**src/hex_console_pkg.sv**
```systemverilog
package hex_console_pkg;

   // Parallel word width, must be a multiple of 4
   localparam int DP_WIDTH = 16;
   localparam int NUM_NIB  = DP_WIDTH / 4;  // Hex digits per word

   typedef logic [DP_WIDTH-1:0] word_t;
   typedef logic [7:0]          char_t;     // ASCII character or UART byte

   // ASCII codes
   localparam char_t CHAR_LF = 8'h0A;
   localparam char_t CHAR_CR = 8'h0D;
   localparam char_t CHAR_0  = 8'h30;
   localparam char_t CHAR_A  = 8'h41;

   typedef enum logic [1:0] {
      FMT_IDLE,
      FMT_NIB,
      FMT_LF,
      FMT_CR
   } fmt_state_e;

   typedef enum logic [1:0] {
      TX_IDLE,
      TX_START,
      TX_DATA,
      TX_STOP
   } tx_state_e;

   typedef enum logic [1:0] {
      RX_IDLE,
      RX_START,
      RX_DATA,
      RX_STOP
   } rx_state_e;

endpackage
```
**src/hex_console_top.sv**
```systemverilog
module hex_console_top import hex_console_pkg::*; #(
   parameter int CLKS_PER_BIT = 16,
   parameter int FIFO_DEPTH   = 4
) (
   input  logic  clk,
   input  logic  rst,
   input  word_t i_tx_data,
   input  logic  i_tx_stb,
   input  logic  i_rx,
   output logic  o_tx,
   output logic  o_tx_busy,
   output char_t o_rx_data,
   output logic  o_rx_valid
);

   char_t fmt_char;
   logic  fmt_wr;
   logic  fifo_full;
   logic  fifo_empty;
   char_t fifo_data;
   logic  fifo_rd;
   logic  fifo_rd_z;   // Delayed read, starts the frame
   char_t tx_byte;
   logic  tx_active;

   hex_formatter u_formatter (
      .clk         (clk),
      .rst         (rst),
      .i_tx_data   (i_tx_data),
      .i_tx_stb    (i_tx_stb),
      .i_fifo_full (fifo_full),
      .o_char      (fmt_char),
      .o_char_wr   (fmt_wr),
      .o_busy      (o_tx_busy)
   );

   char_fifo #(.FIFO_DEPTH(FIFO_DEPTH)) u_fifo (
      .clk     (clk),
      .rst     (rst),
      .i_data  (fmt_char),
      .i_wr    (fmt_wr),
      .i_rd    (fifo_rd),
      .o_data  (fifo_data),
      .o_full  (fifo_full),
      .o_empty (fifo_empty)
   );

   // One read per frame; the delay term covers the cycle before tx_active rises
   assign fifo_rd = !fifo_empty && !tx_active && !fifo_rd_z;

   always_ff @(posedge clk)
   begin
      if (rst)
         fifo_rd_z <= 1'b0;
      else
         fifo_rd_z <= fifo_rd;
   end

   always_ff @(posedge clk)
   begin
      if (fifo_rd)
         tx_byte <= fifo_data;  // Head byte before the pointer moves on
   end

   uart_tx #(.CLKS_PER_BIT(CLKS_PER_BIT)) u_tx (
      .clk      (clk),
      .rst      (rst),
      .i_start  (fifo_rd_z),
      .i_byte   (tx_byte),
      .o_tx     (o_tx),
      .o_active (tx_active)
   );

   uart_rx #(.CLKS_PER_BIT(CLKS_PER_BIT)) u_rx (
      .clk     (clk),
      .rst     (rst),
      .i_rx    (i_rx),
      .o_byte  (o_rx_data),
      .o_valid (o_rx_valid)
   );

endmodule

```
**src/uart_rx.sv**
```systemverilog
module uart_rx import hex_console_pkg::*; #(
   parameter int CLKS_PER_BIT = 16
) (
   input  logic  clk,
   input  logic  rst,
   input  logic  i_rx,
   output char_t o_byte,
   output logic  o_valid
);

   localparam int CNT_W = $clog2(CLKS_PER_BIT);
   localparam logic [CNT_W-1:0] LAST_CLK = CNT_W'(CLKS_PER_BIT - 1);
   localparam logic [CNT_W-1:0] HALF_CLK = CNT_W'(CLKS_PER_BIT / 2 - 1);

   rx_state_e        state;
   logic             rx_meta;
   logic             rx_sync;
   logic             rx_prev;   // For falling edge detection
   logic [CNT_W-1:0] clk_cnt;
   logic [2:0]       bit_idx;
   char_t            shreg;

   // Two-flop synchronizer, idles high
   always_ff @(posedge clk)
   begin
      if (rst)
      begin
         rx_meta <= 1'b1;
         rx_sync <= 1'b1;
         rx_prev <= 1'b1;
      end
      else
      begin
         rx_meta <= i_rx;
         rx_sync <= rx_meta;
         rx_prev <= rx_sync;
      end
   end

   always_ff @(posedge clk)
   begin
      if (rst)
      begin
         state   <= RX_IDLE;
         clk_cnt <= '0;
         bit_idx <= '0;
         o_valid <= 1'b0;
      end
      else
      begin
         o_valid <= 1'b0;
         case (state)
            RX_IDLE:
               if (rx_prev && !rx_sync)
               begin
                  state   <= RX_START;
                  clk_cnt <= '0;
               end
            RX_START:
               if (clk_cnt == HALF_CLK)
               begin
                  clk_cnt <= '0;
                  bit_idx <= '0;
                  state   <= rx_sync ? RX_IDLE : RX_DATA;  // High again means glitch
               end
               else
                  clk_cnt <= clk_cnt + 1'b1;
            RX_DATA:
               if (clk_cnt == LAST_CLK)
               begin
                  clk_cnt <= '0;
                  bit_idx <= bit_idx + 1'b1;
                  if (bit_idx == 3'd7)
                     state <= RX_STOP;
               end
               else
                  clk_cnt <= clk_cnt + 1'b1;
            RX_STOP:
               if (clk_cnt == LAST_CLK)
               begin
                  o_valid <= rx_sync;  // Bad stop bit drops the frame
                  state   <= RX_IDLE;
               end
               else
                  clk_cnt <= clk_cnt + 1'b1;
            default:
               state <= RX_IDLE;
         endcase
      end
   end

   // Mid-bit sample, LSB first
   always_ff @(posedge clk)
   begin
      if (state == RX_DATA && clk_cnt == LAST_CLK)
         shreg <= {rx_sync, shreg[7:1]};
   end

   assign o_byte = shreg;

   a_valid_pulse: assert property (@(posedge clk) disable iff (rst) o_valid |=> !o_valid);

endmodule

```
**src/uart_tx.sv**
```systemverilog
module uart_tx import hex_console_pkg::*; #(
   parameter int CLKS_PER_BIT = 16
) (
   input  logic  clk,
   input  logic  rst,
   input  logic  i_start,
   input  char_t i_byte,
   output logic  o_tx,
   output logic  o_active
);

   localparam int CNT_W = $clog2(CLKS_PER_BIT);
   localparam logic [CNT_W-1:0] LAST_CLK = CNT_W'(CLKS_PER_BIT - 1);

   tx_state_e        state;
   logic [CNT_W-1:0] clk_cnt;   // Cycles within the current bit
   logic [2:0]       bit_idx;
   char_t            shreg;

   always_ff @(posedge clk)
   begin
      if (rst)
      begin
         state   <= TX_IDLE;
         clk_cnt <= '0;
         bit_idx <= '0;
      end
      else
      begin
         case (state)
            TX_IDLE:
               if (i_start)
               begin
                  state   <= TX_START;
                  clk_cnt <= '0;
               end
            TX_START:
               if (clk_cnt == LAST_CLK)
               begin
                  state   <= TX_DATA;
                  clk_cnt <= '0;
                  bit_idx <= '0;
               end
               else
                  clk_cnt <= clk_cnt + 1'b1;
            TX_DATA:
               if (clk_cnt == LAST_CLK)
               begin
                  clk_cnt <= '0;
                  bit_idx <= bit_idx + 1'b1;
                  if (bit_idx == 3'd7)
                     state <= TX_STOP;
               end
               else
                  clk_cnt <= clk_cnt + 1'b1;
            TX_STOP:
               if (clk_cnt == LAST_CLK)
                  state <= TX_IDLE;
               else
                  clk_cnt <= clk_cnt + 1'b1;
            default:
               state <= TX_IDLE;
         endcase
      end
   end

   // Byte latch and LSB-first shift
   always_ff @(posedge clk)
   begin
      if (state == TX_IDLE && i_start)
         shreg <= i_byte;
      else if (state == TX_DATA && clk_cnt == LAST_CLK)
         shreg <= {1'b0, shreg[7:1]};
   end

   always_comb
   begin
      case (state)
         TX_START: o_tx = 1'b0;
         TX_DATA:  o_tx = shreg[0];
         default:  o_tx = 1'b1;  // Idle and stop are mark level
      endcase
   end

   assign o_active = (state != TX_IDLE);

   // Read pacing in the top level must keep starts out of a running frame
   a_no_start_active: assert property (@(posedge clk) disable iff (rst)
      !(i_start && o_active));

endmodule

```
**src/char_fifo.sv**
```systemverilog
module char_fifo import hex_console_pkg::*; #(
   parameter int FIFO_DEPTH = 4
) (
   input  logic  clk,
   input  logic  rst,
   input  char_t i_data,
   input  logic  i_wr,
   input  logic  i_rd,
   output char_t o_data,
   output logic  o_full,
   output logic  o_empty
);

   localparam int PTR_W = $clog2(FIFO_DEPTH);

   char_t            mem [FIFO_DEPTH];
   logic [PTR_W-1:0] wr_ptr;
   logic [PTR_W-1:0] rd_ptr;
   logic [PTR_W:0]   count;     // Occupancy, one bit wider than the pointers
   logic             do_wr;
   logic             do_rd;

   assign do_wr = i_wr && !o_full;
   assign do_rd = i_rd && !o_empty;

   always_ff @(posedge clk)
   begin
      if (do_wr)
         mem[wr_ptr] <= i_data;
   end

   always_ff @(posedge clk)
   begin
      if (rst)
      begin
         wr_ptr <= '0;
         rd_ptr <= '0;
         count  <= '0;
      end
      else
      begin
         if (do_wr)
            wr_ptr <= wr_ptr + 1'b1;  // Wraps, depth is a power of two
         if (do_rd)
            rd_ptr <= rd_ptr + 1'b1;
         case ({do_wr, do_rd})
            2'b10:   count <= count + 1'b1;
            2'b01:   count <= count - 1'b1;
            default: count <= count;
         endcase
      end
   end

   assign o_data  = mem[rd_ptr];  // Head entry
   assign o_full  = (count == (PTR_W+1)'(FIFO_DEPTH));
   assign o_empty = (count == '0);

   a_no_wr_full: assert property (@(posedge clk) disable iff (rst) !(i_wr && o_full));
   a_no_rd_empty: assert property (@(posedge clk) disable iff (rst) !(i_rd && o_empty));

endmodule

```
**src/hex_formatter.sv**
```systemverilog
module hex_formatter import hex_console_pkg::*; (
   input  logic  clk,
   input  logic  rst,
   input  word_t i_tx_data,
   input  logic  i_tx_stb,
   input  logic  i_fifo_full,
   output char_t o_char,
   output logic  o_char_wr,
   output logic  o_busy
);

   localparam int CNT_W = (NUM_NIB > 1) ? $clog2(NUM_NIB) : 1;
   localparam logic [CNT_W-1:0] LAST_NIB = CNT_W'(NUM_NIB - 1);

   fmt_state_e       state;
   word_t            word_q;    // Top nibble is the next digit
   logic [CNT_W-1:0] nib_cnt;

   function automatic char_t nib_to_ascii(input logic [3:0] nib);
      char_t c;
      if (nib < 4'd10)
         c = CHAR_0 + char_t'(nib);
      else
         c = CHAR_A + char_t'(nib - 4'd10);
      return c;
   endfunction

   always_ff @(posedge clk)
   begin
      if (rst)
      begin
         state   <= FMT_IDLE;
         nib_cnt <= '0;
      end
      else
      begin
         case (state)
            FMT_IDLE:
               if (i_tx_stb)
               begin
                  state   <= FMT_NIB;
                  nib_cnt <= '0;
               end
            FMT_NIB:
               if (!i_fifo_full)
               begin
                  if (nib_cnt == LAST_NIB)
                     state <= FMT_LF;
                  nib_cnt <= nib_cnt + 1'b1;
               end
            FMT_LF:
               if (!i_fifo_full)
                  state <= FMT_CR;
            FMT_CR:
               if (!i_fifo_full)
                  state <= FMT_IDLE;
            default:
               state <= FMT_IDLE;
         endcase
      end
   end

   // Word capture and nibble shift
   always_ff @(posedge clk)
   begin
      if (state == FMT_IDLE && i_tx_stb)
         word_q <= i_tx_data;
      else if (state == FMT_NIB && !i_fifo_full)
         word_q <= {word_q[DP_WIDTH-5:0], 4'h0};
   end

   always_comb
   begin
      case (state)
         FMT_LF:  o_char = CHAR_LF;
         FMT_CR:  o_char = CHAR_CR;
         default: o_char = nib_to_ascii(word_q[DP_WIDTH-1 -: 4]);
      endcase
   end

   assign o_char_wr = (state != FMT_IDLE) && !i_fifo_full;  // Stall holds the character
   assign o_busy    = (state != FMT_IDLE);

   // Full FIFO freezes the state and the held character
   a_stall_hold: assert property (@(posedge clk) disable iff (rst)
      (o_busy && i_fifo_full) |=> (o_busy && $stable(o_char)));

endmodule

```
**config.mk**
```make
export PLATFORM = sky130hd
export DESIGN_NAME = hex_console_top
export DESIGN_NICKNAME = d
export VERILOG_FILES = /design/src/hex_console_pkg.sv /design/src/hex_console_top.sv /design/src/uart_rx.sv /design/src/uart_tx.sv /design/src/char_fifo.sv /design/src/hex_formatter.sv
export SDC_FILE = /design/constraint.sdc
export NUM_CORES = 1
export LEC_CHECK = 0
export BUFFER_PORTS_ARGS = -buffer_cell sky130_fd_sc_hd__clkbuf_2
export CAP_MARGIN = 10
export CORE_UTILIZATION = 45
export DETAILED_ROUTE_END_ITERATION = 10
export PLACE_DENSITY = 0.63
export SYNTH_ARGS = -nofsm -noshare
export SYNTH_HDL_FRONTEND = slang
export SYNTH_HIERARCHICAL = 1
export SYNTH_SLANG_ARGS = --single-unit
export TNS_END_PERCENT = 20
```
**constraint.sdc**
```tcl
create_clock -name clk -period 2.85 [get_ports clk]
set_input_delay 0.1425 -clock clk [delete_from_list [all_inputs] [get_ports clk]]
set_output_delay 0.1425 -clock clk [all_outputs]
set_load 0.05 [all_outputs]
```
==> metrics.txt, run 1 <==
CP Class register to register; clock root buffer clkbuf_8; Hold Crit Class input pin to register; max-slew violations 0; top fanout value on the critical path 4; DR vias/cell slightly above 5; Clock Latency Late Sink 370 ps; FF-to-FF path depth 12; largest net degree at the start of global routing 37; setup TNS 0 ps; Synth Instances between 300 and 400; Area growth syn-to-layout 9.92%; YS warnings 6; maximum VDD drop 0.556 mV; post-synthesis async set-or-reset flop share 0; first-pass GRT wire length 12.8 mm; Seq cells post-synth 108; TritonCTS clock tree built; DP Wirelength 5.14 mm; gr usage total 0.146; Routed WL roughly 7.4 mm; Worst Hold Depth 2; Final Hold Viols 0; initial antenna violation count 0; Final Util 0.515; # DRC 0; Distinct cells, synth 57; Hold Slack 71.5 ps; WL/cell 13.8 um; cell area after synthesis between 4000 and 5000 um^2; Ports 31; Slew HR 0.486; Max Root-Sink Buffers 2; Core Rows 37; status completed; Max Freq 0.402 GHz; layout cells sized above 1 0.241; Post-Route Skew 14.3 ps; Static Leak 2.05 nW; CTS Sinks 108; drt pass-1 iters 4; Post-synth EDFFs 72; power density over the cells approximately 970 nW/um^2; setup violators final 0; RSZ-0062 raised after global routing false; post-route ant nets 0; number of global-route vias before repair 2854; worst path arrival time approximately 2800 ps; Die Span X 106 um; core footprint 10400 um^2; max-cap viol count 0; Final period util 0.874; CTS H-tree depth 3; synthesized area per cell about 13 um^2; initial core utilization 0.468; Worst Tran Pin Value 771 ps; ANT cells 0; crit end category register; initial drt markers 102; via count roughly 2.8k; # port buffers 30; CTS Buf Count 9; nets@finish approximately 440; Most used DFF post-synth edfxtp_1; syn_nets 409; clk slew on worst S/H paths 100 ps; GR Overflow Total 0; Die ar. 11300 um^2; Final min period 2490 ps; GP Congestion 0.721; Die H 106 um; Critical Path Start Type register; WP data required 3140 ps; sequential area share after synthesis 0.591
per-stage QoR:
stage          std cells  setup WS [ps]  power [mW]  cell area (um^2)
4_1_cts              539            348        5.27              5360
3_5_place_dp         522            380        4.36              5160
3_3_place_gp         522            473        4.29              5160
5_1_grt              539            149        5.56              5360
6_report             539            360        5.20              5360
2_1_floorplan        363            213        3.94              4880
cells in the mapped netlist (all sizes together), types with 3 or more instances:
cell type / n / share of area
edfxtp: 72 / 0.44
nand3: 9 / 0.0092
ha: 25 / 0.064
mux2: 19 / 0.051
buf: 11 / 0.014
and2: 6 / 0.0077
xnor2: 4 / 0.0072
or3: 3 / 0.0038
mux2i: 5 / 0.010
inv: 19 / 0.015
mux4: 8 / 0.037
nor3: 7 / 0.0092
o21ai: 14 / 0.014
nand3b: 3 / 0.0046
xor2: 5 / 0.0090
a21boi: 3 / 0.0069
dfxtp: 36 / 0.15
a211oi: 3 / 0.0056
nor2b: 3 / 0.0054
nand2b: 8 / 0.010
a21oi: 19 / 0.021
nand4: 3 / 0.0038
or2: 4 / 0.0051
nor2: 25 / 0.019
and3: 10 / 0.013
nand2: 13 / 0.011
registers in the layout (all words and copies together), names as in the netlist, 4 cells and up, named ones only:
name and flops:
u_rx/o_byte 8, u_fifo/mem 32, u_rx/clk_cnt 4, u_tx/shreg 8
u_formatter/word_q 16, tx_byte 8, u_tx/clk_cnt 4
metal layers:
layer,vias to the layer above,share of wire,track usage
li1,1396,-,-
met1,1357,0.45,0.175
met2,35,0.50,0.248
met3,9,0.028,0.0245
met4,0,0.016,0.0794
met5,-,0,0
worst max-delay path: stages (launching register included):
cell     delay, ps
dfxtp_1        360
inv_1          120
ha_1           220
inv_1           90
nor3_2         240
o31ai_2        110
inv_1           70
ha_1           170
inv_1           60
fa_1           380
xor2_1         160
or3_1          310
a21oi_1        140
final cells by class:
cell class,count,area (um^2)
inverter,19,71.3
multi-input combinational,225,1860
timing repair buffer,35,190
clock buffer,10,138
tap,136,170
sequential,108,2880
fill,916,5050
clock inverter,6,51.3
power by group:
group	leakage [nW]	switching, mW	internal, mW
Combinational	0.995	0.978	0.751
Sequential	0.960	0.204	2.36
Clock	0.0962	0.548	0.359
cells in the final DEF, fill, tap and decap left out, drive strengths merged, types with 4 or more instances in the layout:
cell / netlist / final
and3: 10 / 10
nor3: 7 / 7
dfxtp: 36 / 36
mux2: 19 / 19
a21oi: 19 / 19
nor2: 25 / 25
nand3: 9 / 9
xor2: 5 / 5
edfxtp: 72 / 72
nand2: 13 / 13
xnor2: 4 / 4
ha: 25 / 25
buf: 11 / 4
clkbuf: 0 / 40
inv: 19 / 24
mux4: 8 / 8
nand2b: 8 / 8
or2: 4 / 4
and2: 6 / 6
mux2i: 5 / 5
o21ai: 14 / 14
cell families (layout without fill, tap and decap cells):
logic type / after synthesis / after routing / share of synthesized area
DFF: 108 / 108 / 0.591
other: 1 / 1 / 0.000768
xor gates and xnor gates: 9 / 9 / 0.0162
adders and majority gates: 26 / 26 / 0.0682
buffers and inverters: 30 / 70 / 0.0290
muxes: 32 / 32 / 0.0979
and+or+nand+nor: 100 / 100 / 0.115
AOI/OAI and AO/OA: 57 / 57 / 0.0818
timing repair:
item | 4_1_cts | 5_1_grt
setup buffers | 0 | 0
hold endpoints to repair | 1 | 0
resized for setup | 0 | 0
hold buffers | 1 | 0
setup endpoints to repair | 0 | 0
worst paths after layout:
check | end | slack, ps | from
worst min-delay path | u_formatter/word_q[8]$_DFFE_PP_ | 70 | i_tx_data[8]
worst min register to register | u_rx/rx_sync$_SDFF_PP1_ | 420 | u_rx/rx_meta$_SDFF_PP1_
worst max-delay path | u_fifo/count[2]$_SDFFE_PP0P_ | 360 | u_tx/state[0]$_SDFFE_PP0P_
worst max register to register | u_fifo/count[2]$_SDFFE_PP0P_ | 360 | u_tx/state[0]$_SDFFE_PP0P_
Note: power is estimated with default switching activity, not from simulation.
==> run 2, diff against run 1 <==
--- a/config.mk
+++ b/config.mk
@@ -10,6 +10,7 @@
 export CORE_UTILIZATION = 45
 export DETAILED_ROUTE_END_ITERATION = 10
 export PLACE_DENSITY = 0.63
+export SETUP_SLACK_MARGIN = 0.3
 export SYNTH_ARGS = -nofsm -noshare
 export SYNTH_HDL_FRONTEND = slang
 export SYNTH_HIERARCHICAL = 1
==> constraint.sdc (replaced) <==
create_clock -name clk -period 2.85 [get_ports clk]
set_input_delay 0.57 -clock clk [delete_from_list [all_inputs] [get_ports clk]]
set_output_delay 0.57 -clock clk [all_outputs]
set_load 0.05 [all_outputs]
==> metrics.txt, run 2 (synthesis gave the netlist of run 1 again) <==
status completed; number of global-route vias before repair 2711; # hold bufs at CTS 0; # DRC 0; GR Overflow Total 0; Tot Pwr 5.26 mW; largest net degree at the start of global routing 27; setup violators final 0; GRT met2 Usage 0.236; CP Class register to register; drt pass-1 iters 4; met3 Resource Use GR 0.0313; RSZ-0062 raised after global routing false; crit-path leading delay family adder cells; WL/cell 13.7 um; DP Worst Slack 415 ps; Hold Crit Class input pin to register; FF-to-FF path depth 12; r2r startpoint u_tx/state[0]$_SDFFE_PP0P_; power density over the cells around 970 nW/um^2; most frequent cells in the layout edfxtp_1 (72), dfxtp_1 (34), clkbuf_2 (30), nor2_1 (24), ha_1 (24); Die H 106 um; Worst Tran Pin Value 578 ps; CP dominant cell by count inv_1; Filler Cells Inserted around 930; via count 2787; CTS Buf Count 9; Finished Cell Area 5400 um^2; worst path buffer plus inverter count 4; Reg2Reg Setup Slack about 460 ps; worst path arrival time between 2000 and 3000 ps; Final min period 2390 ps; stages on the worst setup path 12; top fanout value on the critical path 4; max-cap viol count 0; grt peak-use layer met2; routing usage on met1 0.172; max-slew violations 0; Critical path destination u_fifo/count[2]$_SDFFE_PP0P_; Static Leak 2.06 nW; ANT cells 0; commonest non-fill, non-tap cell in the layout edfxtp_1; Reg with most FFs u_fifo/mem; post-route ant nets 0; DR vias/cell 5.15; number of flip-flops in the largest register 32; maximum VDD drop 0.703 mV; CTS H-tree depth 3; Max Root-Sink Buffers 2; crit end category register; initial core utilization 0.468; Final period util 0.840; Critical Path Start Type register; CTS Sinks 108; WP data required about 3100 ps; DP Wirelength approximately 5.2 mm; initial drt markers 78; Die ar. 11300 um^2; Max Freq around 0.42 GHz; Hold Slack 387 ps; clock root buffer clkbuf_8; Final WS setup 456 ps; Reg-to-Reg End u_fifo/count[2]$_SDFFE_PP0P_; Largest regs u_fifo/mem: 32 flops, u_formatter/word_q: 16 flops; Post-Route Skew about 19 ps; Area growth syn-to-layout 10.7%; crit path launch u_tx/state[0]$_SDFFE_PP0P_; Routed WL 7.39 mm; clk slew on worst S/H paths 100 ps; layout cells sized above 1 0.262; CP max stage cell fa_1; Ports 31; Die Span X ~110 um; Core Rows 37; GP Congestion 0.746; initial antenna violation count 0; gr usage total 0.138; # port buffers 30; crit-path cells inv_2 > ha_2 > inv_1 > nor3_4 > o31ai_2 > inv_1 > ha_1 > inv_1 > fa_1 > xor2_1 > or3_1 > a21oi_1; Largest stage delay, worst path 390 ps; Final Hold Viols 0; Slew HR 0.614; nets@finish 446; Placed Area 5180 um^2; core footprint 10400 um^2; TritonCTS clock tree built; setup TNS 0 ps; Clock Latency Late Sink between 300 and 400 ps; first-pass GRT wire length ~12 mm
run 2: repair_timing:
action,CTS,global route
endpoints found under the setup margin,0,1
setup buffers,0,2
gates resized for setup,0,6
run 2: cell type report:
type / count / area, um^2 / area share
clock inverter: 7 / 76.3 / 0.0141
clock buffer: 9 / 124 / 0.0229
tap: 136 / 170 / 0.0315
sequential: 108 / 2890 / 0.534
inverter: 19 / 71.3 / 0.0132
multi-input combinational: 225 / 1870 / 0.347
timing repair buffer: 37 / 203 / 0.0375
run 2: how the worst min path moves through the flow:
stage | start | depth (start not counted) | slack (ps) | end
4_1_cts | i_rx | 2 | 360 | u_rx/rx_meta$_SDFF_PP1_
6_report | i_rx | 2 | 390 | u_rx/rx_meta$_SDFF_PP1_
5_1_grt | i_rx | 2 | 370 | u_rx/rx_meta$_SDFF_PP1_
3_3_place_gp | u_rx/rx_meta$_SDFF_PP1_ | 1 | 390 | u_rx/rx_sync$_SDFF_PP1_
3_5_place_dp | u_rx/rx_meta$_SDFF_PP1_ | 1 | 390 | u_rx/rx_sync$_SDFF_PP1_
2_1_floorplan | u_rx/rx_meta$_SDFF_PP1_ | 1 | 390 | u_rx/rx_sync$_SDFF_PP1_
run 2: worst register-to-register path, cell delays in order (launching register included):
cell and delay (ps):
dfxtp_2 350, inv_2 80, ha_2 200, inv_1 90, nor3_4 210, o31ai_2 110
inv_1 70, ha_1 180, inv_1 70, fa_1 390, xor2_1 160, or3_1 310
a21oi_1 140
run 2: metrics by stage:
stage          std cells   util
2_1_floorplan        363      -
3_3_place_gp         523  0.497
3_5_place_dp         523  0.497
4_1_cts              539  0.516
5_1_grt              541  0.519
6_report             541  0.519
run 2: metal layers:
layer  vias up  share of wire  routed length [um]
li1       1404              -                   -
met1      1336           0.47                3500
met2        40           0.49                3600
met3         7          0.030                 219
met4         0          0.010                  76
met5         -              0                   0
run 2: power breakdown:
group	total, mW	internal, mW	leakage [nW]	switching, mW
Sequential	2.56	2.36	0.961	0.205
Clock	0.913	0.410	0.0920	0.503
Combinational	1.79	0.783	1.00	1.00
==> run 3, diff against run 2 <==
--- a/config.mk
+++ b/config.mk
@@ -5,11 +5,12 @@
 export SDC_FILE = /design/constraint.sdc
 export NUM_CORES = 1
 export LEC_CHECK = 0
+export ABC_AREA = 1
 export BUFFER_PORTS_ARGS = -buffer_cell sky130_fd_sc_hd__clkbuf_2
 export CAP_MARGIN = 10
 export CORE_UTILIZATION = 45
 export DETAILED_ROUTE_END_ITERATION = 10
-export PLACE_DENSITY = 0.63
+export PLACE_DENSITY = 0.61
 export SETUP_SLACK_MARGIN = 0.3
 export SYNTH_ARGS = -nofsm -noshare
 export SYNTH_HDL_FRONTEND = slang
==> constraint.sdc (replaced) <==
create_clock -name clk -period 2.4 [get_ports clk]
set_input_delay 0.48 -clock clk [delete_from_list [all_inputs] [get_ports clk]]
set_output_delay 0.48 -clock clk [all_outputs]
set_load 0.05 [all_outputs]
==> metrics.txt, run 3 <==
status completed; Routed WL 7.99 mm; post-synthesis async set-or-reset flop share 0; worst path arrival time 2340 ps; Reg with most FFs u_fifo/mem; WP data required ~2700 ps; Synth Instances around 480; crit-path leading delay family adder cells; Post-synth EDFFs 72; DR vias/cell 4.90; GR Overflow Total 0; gr usage total 0.153; max-slew violations 0; clock root buffer clkbuf_8; Max Freq 0.486 GHz; max-cap viol count 0; combinational share of power 0.349; Ports 31; Final period util 0.857; Final min period a little over 2000 ps; Post-Route Skew 9.19 ps; number of global-route vias before repair between 3k and 4k; Static Leak 2.32 nW; Synth area leader edfxtp_1; Die H around 110 um; postcts setup bufs 0; Seq cells post-synth 108; hold path startpoint i_rx; worst path buffer plus inverter count 6; Die ar. 11500 um^2; crit-path cells inv_2 > ha_4 > inv_1 > nor2_1 > nand2_1 > inv_1 > nand2_1 > inv_1 > ha_2 > inv_1 > fa_2 > inv_1 > nand2_1 > nand3_1 > nand2_1 > nand2_1 > nor2_1; initial core utilization 0.461; Flop pwr share 0.462; Finished Cell Area between 5000 and 6000 um^2; DP Worst Slack 211 ps; Largest regs u_fifo/mem: 32 flops, u_formatter/word_q: 16 flops; YS warnings 6; # port buffers 30; most numerous cell in the Yosys netlist nand2_1; most frequent cells in the layout nand2_1 (74), edfxtp_1 (72), inv_1 (62), nor2_1 (60), dfxtp_1 (33); Core Rows 38; RSZ-0062 raised after global routing true; Final Hold Viols 0; syn_nets 529; most instantiated cells after synthesis nand2_1 (74), edfxtp_1 (72), inv_1 (64); Most used DFF post-synth edfxtp_1; CTS Sinks 108; nets@finish approximately 570; setup violators final 0; internal power 4.30 mW; WL/cell between 10 and 15 um; final cell count without fillers around 670; Sw Share 0.348; Final WS setup approximately 340 ps; # DRC 0; r2r startpoint u_tx/state[0]$_SDFFE_PP0P_; Placed Area around 5300 um^2; DP Wirelength 5.78 mm; hold endpoint u_rx/rx_meta$_SDFF_PP1_; Slew HR 0.553; Reg2Reg Setup Slack about 340 ps; Die Span X 107 um; sequential area share after synthesis 0.579; post-synth top area share 0.434; ANT cells 0; largest net degree at the start of global routing 20; core footprint 10800 um^2; Area growth syn-to-layout 12.1%; synthesized area per cell 10.3 um^2; Tot Pwr 6.59 mW; FF-to-FF path depth 17; layout cells sized above 1 0.212; clk slew on worst S/H paths roughly 100 ps; CP max stage cell dfxtp_4; via count 3293; post-route ant nets 0; Net Switching 2.29 mW; Max Root-Sink Buffers 2; commonest non-fill, non-tap cell in the layout nand2_1; drt pass-1 iters 4; clock share of power 0.188; GP Congestion 0.804; CTS Buf Count 9; Distinct cells, synth 35; setup TNS 0 ps; first-pass GRT wire length 13.5 mm; Critical Path Start Type register; cell area after synthesis 4980 um^2; Clock Latency Late Sink 370 ps; Inst Count DP between 600 and 700; initial drt markers 96; Reg-to-Reg End u_fifo/count[2]$_SDFFE_PP0P_; synth top area cells edfxtp_1 (43%), dfxtp_1 (14%), ha_1 (6.3%), nand2_1 (5.6%), inv_1 (4.8%); maximum VDD drop 0.736 mV; CTS H-tree depth 3; TritonCTS clock tree built; Worst Hold Depth 2; power density over the cells 1180 nW/um^2; CP Class register to register; crit end category register; number of flip-flops in the largest register 32; Worst Tran Pin Value 666 ps; top fanout value on the critical path 4; Hold Crit Class input pin to register; initial antenna violation count 0; Largest stage delay, worst path 370 ps
==> run 3: routing by layer <==
layer	part of all wire	global-route usage	vias to the layer above
li1	-	-	1691
met5	0	0	-
met4	0.024	0.0881	0
met2	0.49	0.262	46
met3	0.030	0.0243	14
met1	0.46	0.182	1542
==> run 3: worst register-to-register path, cell delays in order, from the launching register on <==
cell     delay [ps]
dfxtp_4         370
inv_2            90
ha_4            140
inv_1            40
nor2_1           80
nand2_1          80
inv_1            70
nand2_1          70
inv_1            90
ha_2            190
inv_1            70
fa_2            340
inv_1            60
nand2_1          40
nand3_1         100
nand2_1          60
nand2_1          50
nor2_1           40
==> run 3: cell families after synthesis <==
kind of cell / Yosys count / share of synthesized area
xor+xnor: 4 / 0.00704
buf+inv: 76 / 0.0633
compound gates: 68 / 0.0777
flops: 108 / 0.579
fa+ha+maj: 26 / 0.0669
mux: 19 / 0.0467
simple gates: 181 / 0.159
other cells: 1 / 0.000753
==> run 3: worst max-delay path by stage <==
stage	from	to	slack (ps)	depth (start not counted)
5_1_grt	u_tx/state[0]$_SDFFE_PP0P_	u_fifo/count[2]$_SDFFE_PP0P_	200	15
3_3_place_gp	u_formatter/state[1]$_SDFFE_PP0P_	u_fifo/count[1]$_SDFFE_PP0P_	320	8
3_5_place_dp	u_formatter/state[1]$_SDFFE_PP0P_	u_fifo/count[1]$_SDFFE_PP0P_	210	8
6_report	u_tx/state[0]$_SDFFE_PP0P_	u_fifo/count[2]$_SDFFE_PP0P_	340	17
2_1_floorplan	u_tx/state[0]$_SDFFE_PP0P_	o_tx	150	3
4_1_cts	u_tx/state[0]$_SDFFE_PP0P_	u_fifo/count[2]$_SDFFE_PP0P_	270	17
==> run 3: power by group through the flow <==
stage	registers (mW)	logic (mW)	clock network, mW
global placement	3.07	2.22	0
global route	3.11	2.64	1.35
floorplan	3.03	1.75	0
CTS	3.05	2.29	1.29
detailed placement	3.09	2.28	0
finish	3.04	2.30	1.24
==> run 3: final cells by class <==
type / instances / area, um^2
clock inverters: 7 / 108
flip-flops and latches: 108 / 2890
well taps: 140 / 175
clock buffers: 9 / 124
fillers: 966 / 5210
multi-input cells: 299 / 1810
repair buffers: 38 / 210
inverters: 71 / 267
==> run 3: stage by stage <==
step / hold WS (ps) / utilization
final: 283 / 0.517
after global routing: 281 / 0.517
after CTS: 269 / 0.514
after detailed placement: 405 / 0.492
after global placement: 396 / 0.492
after floorplan: 389 / -
==> run 3: repair_timing <==
item                                    in CTS  in global routing
resized for setup                            5                 10
hold buffers                                 0                  0
endpoints found under the setup margin       4                 12
pin swaps                                    0                  1
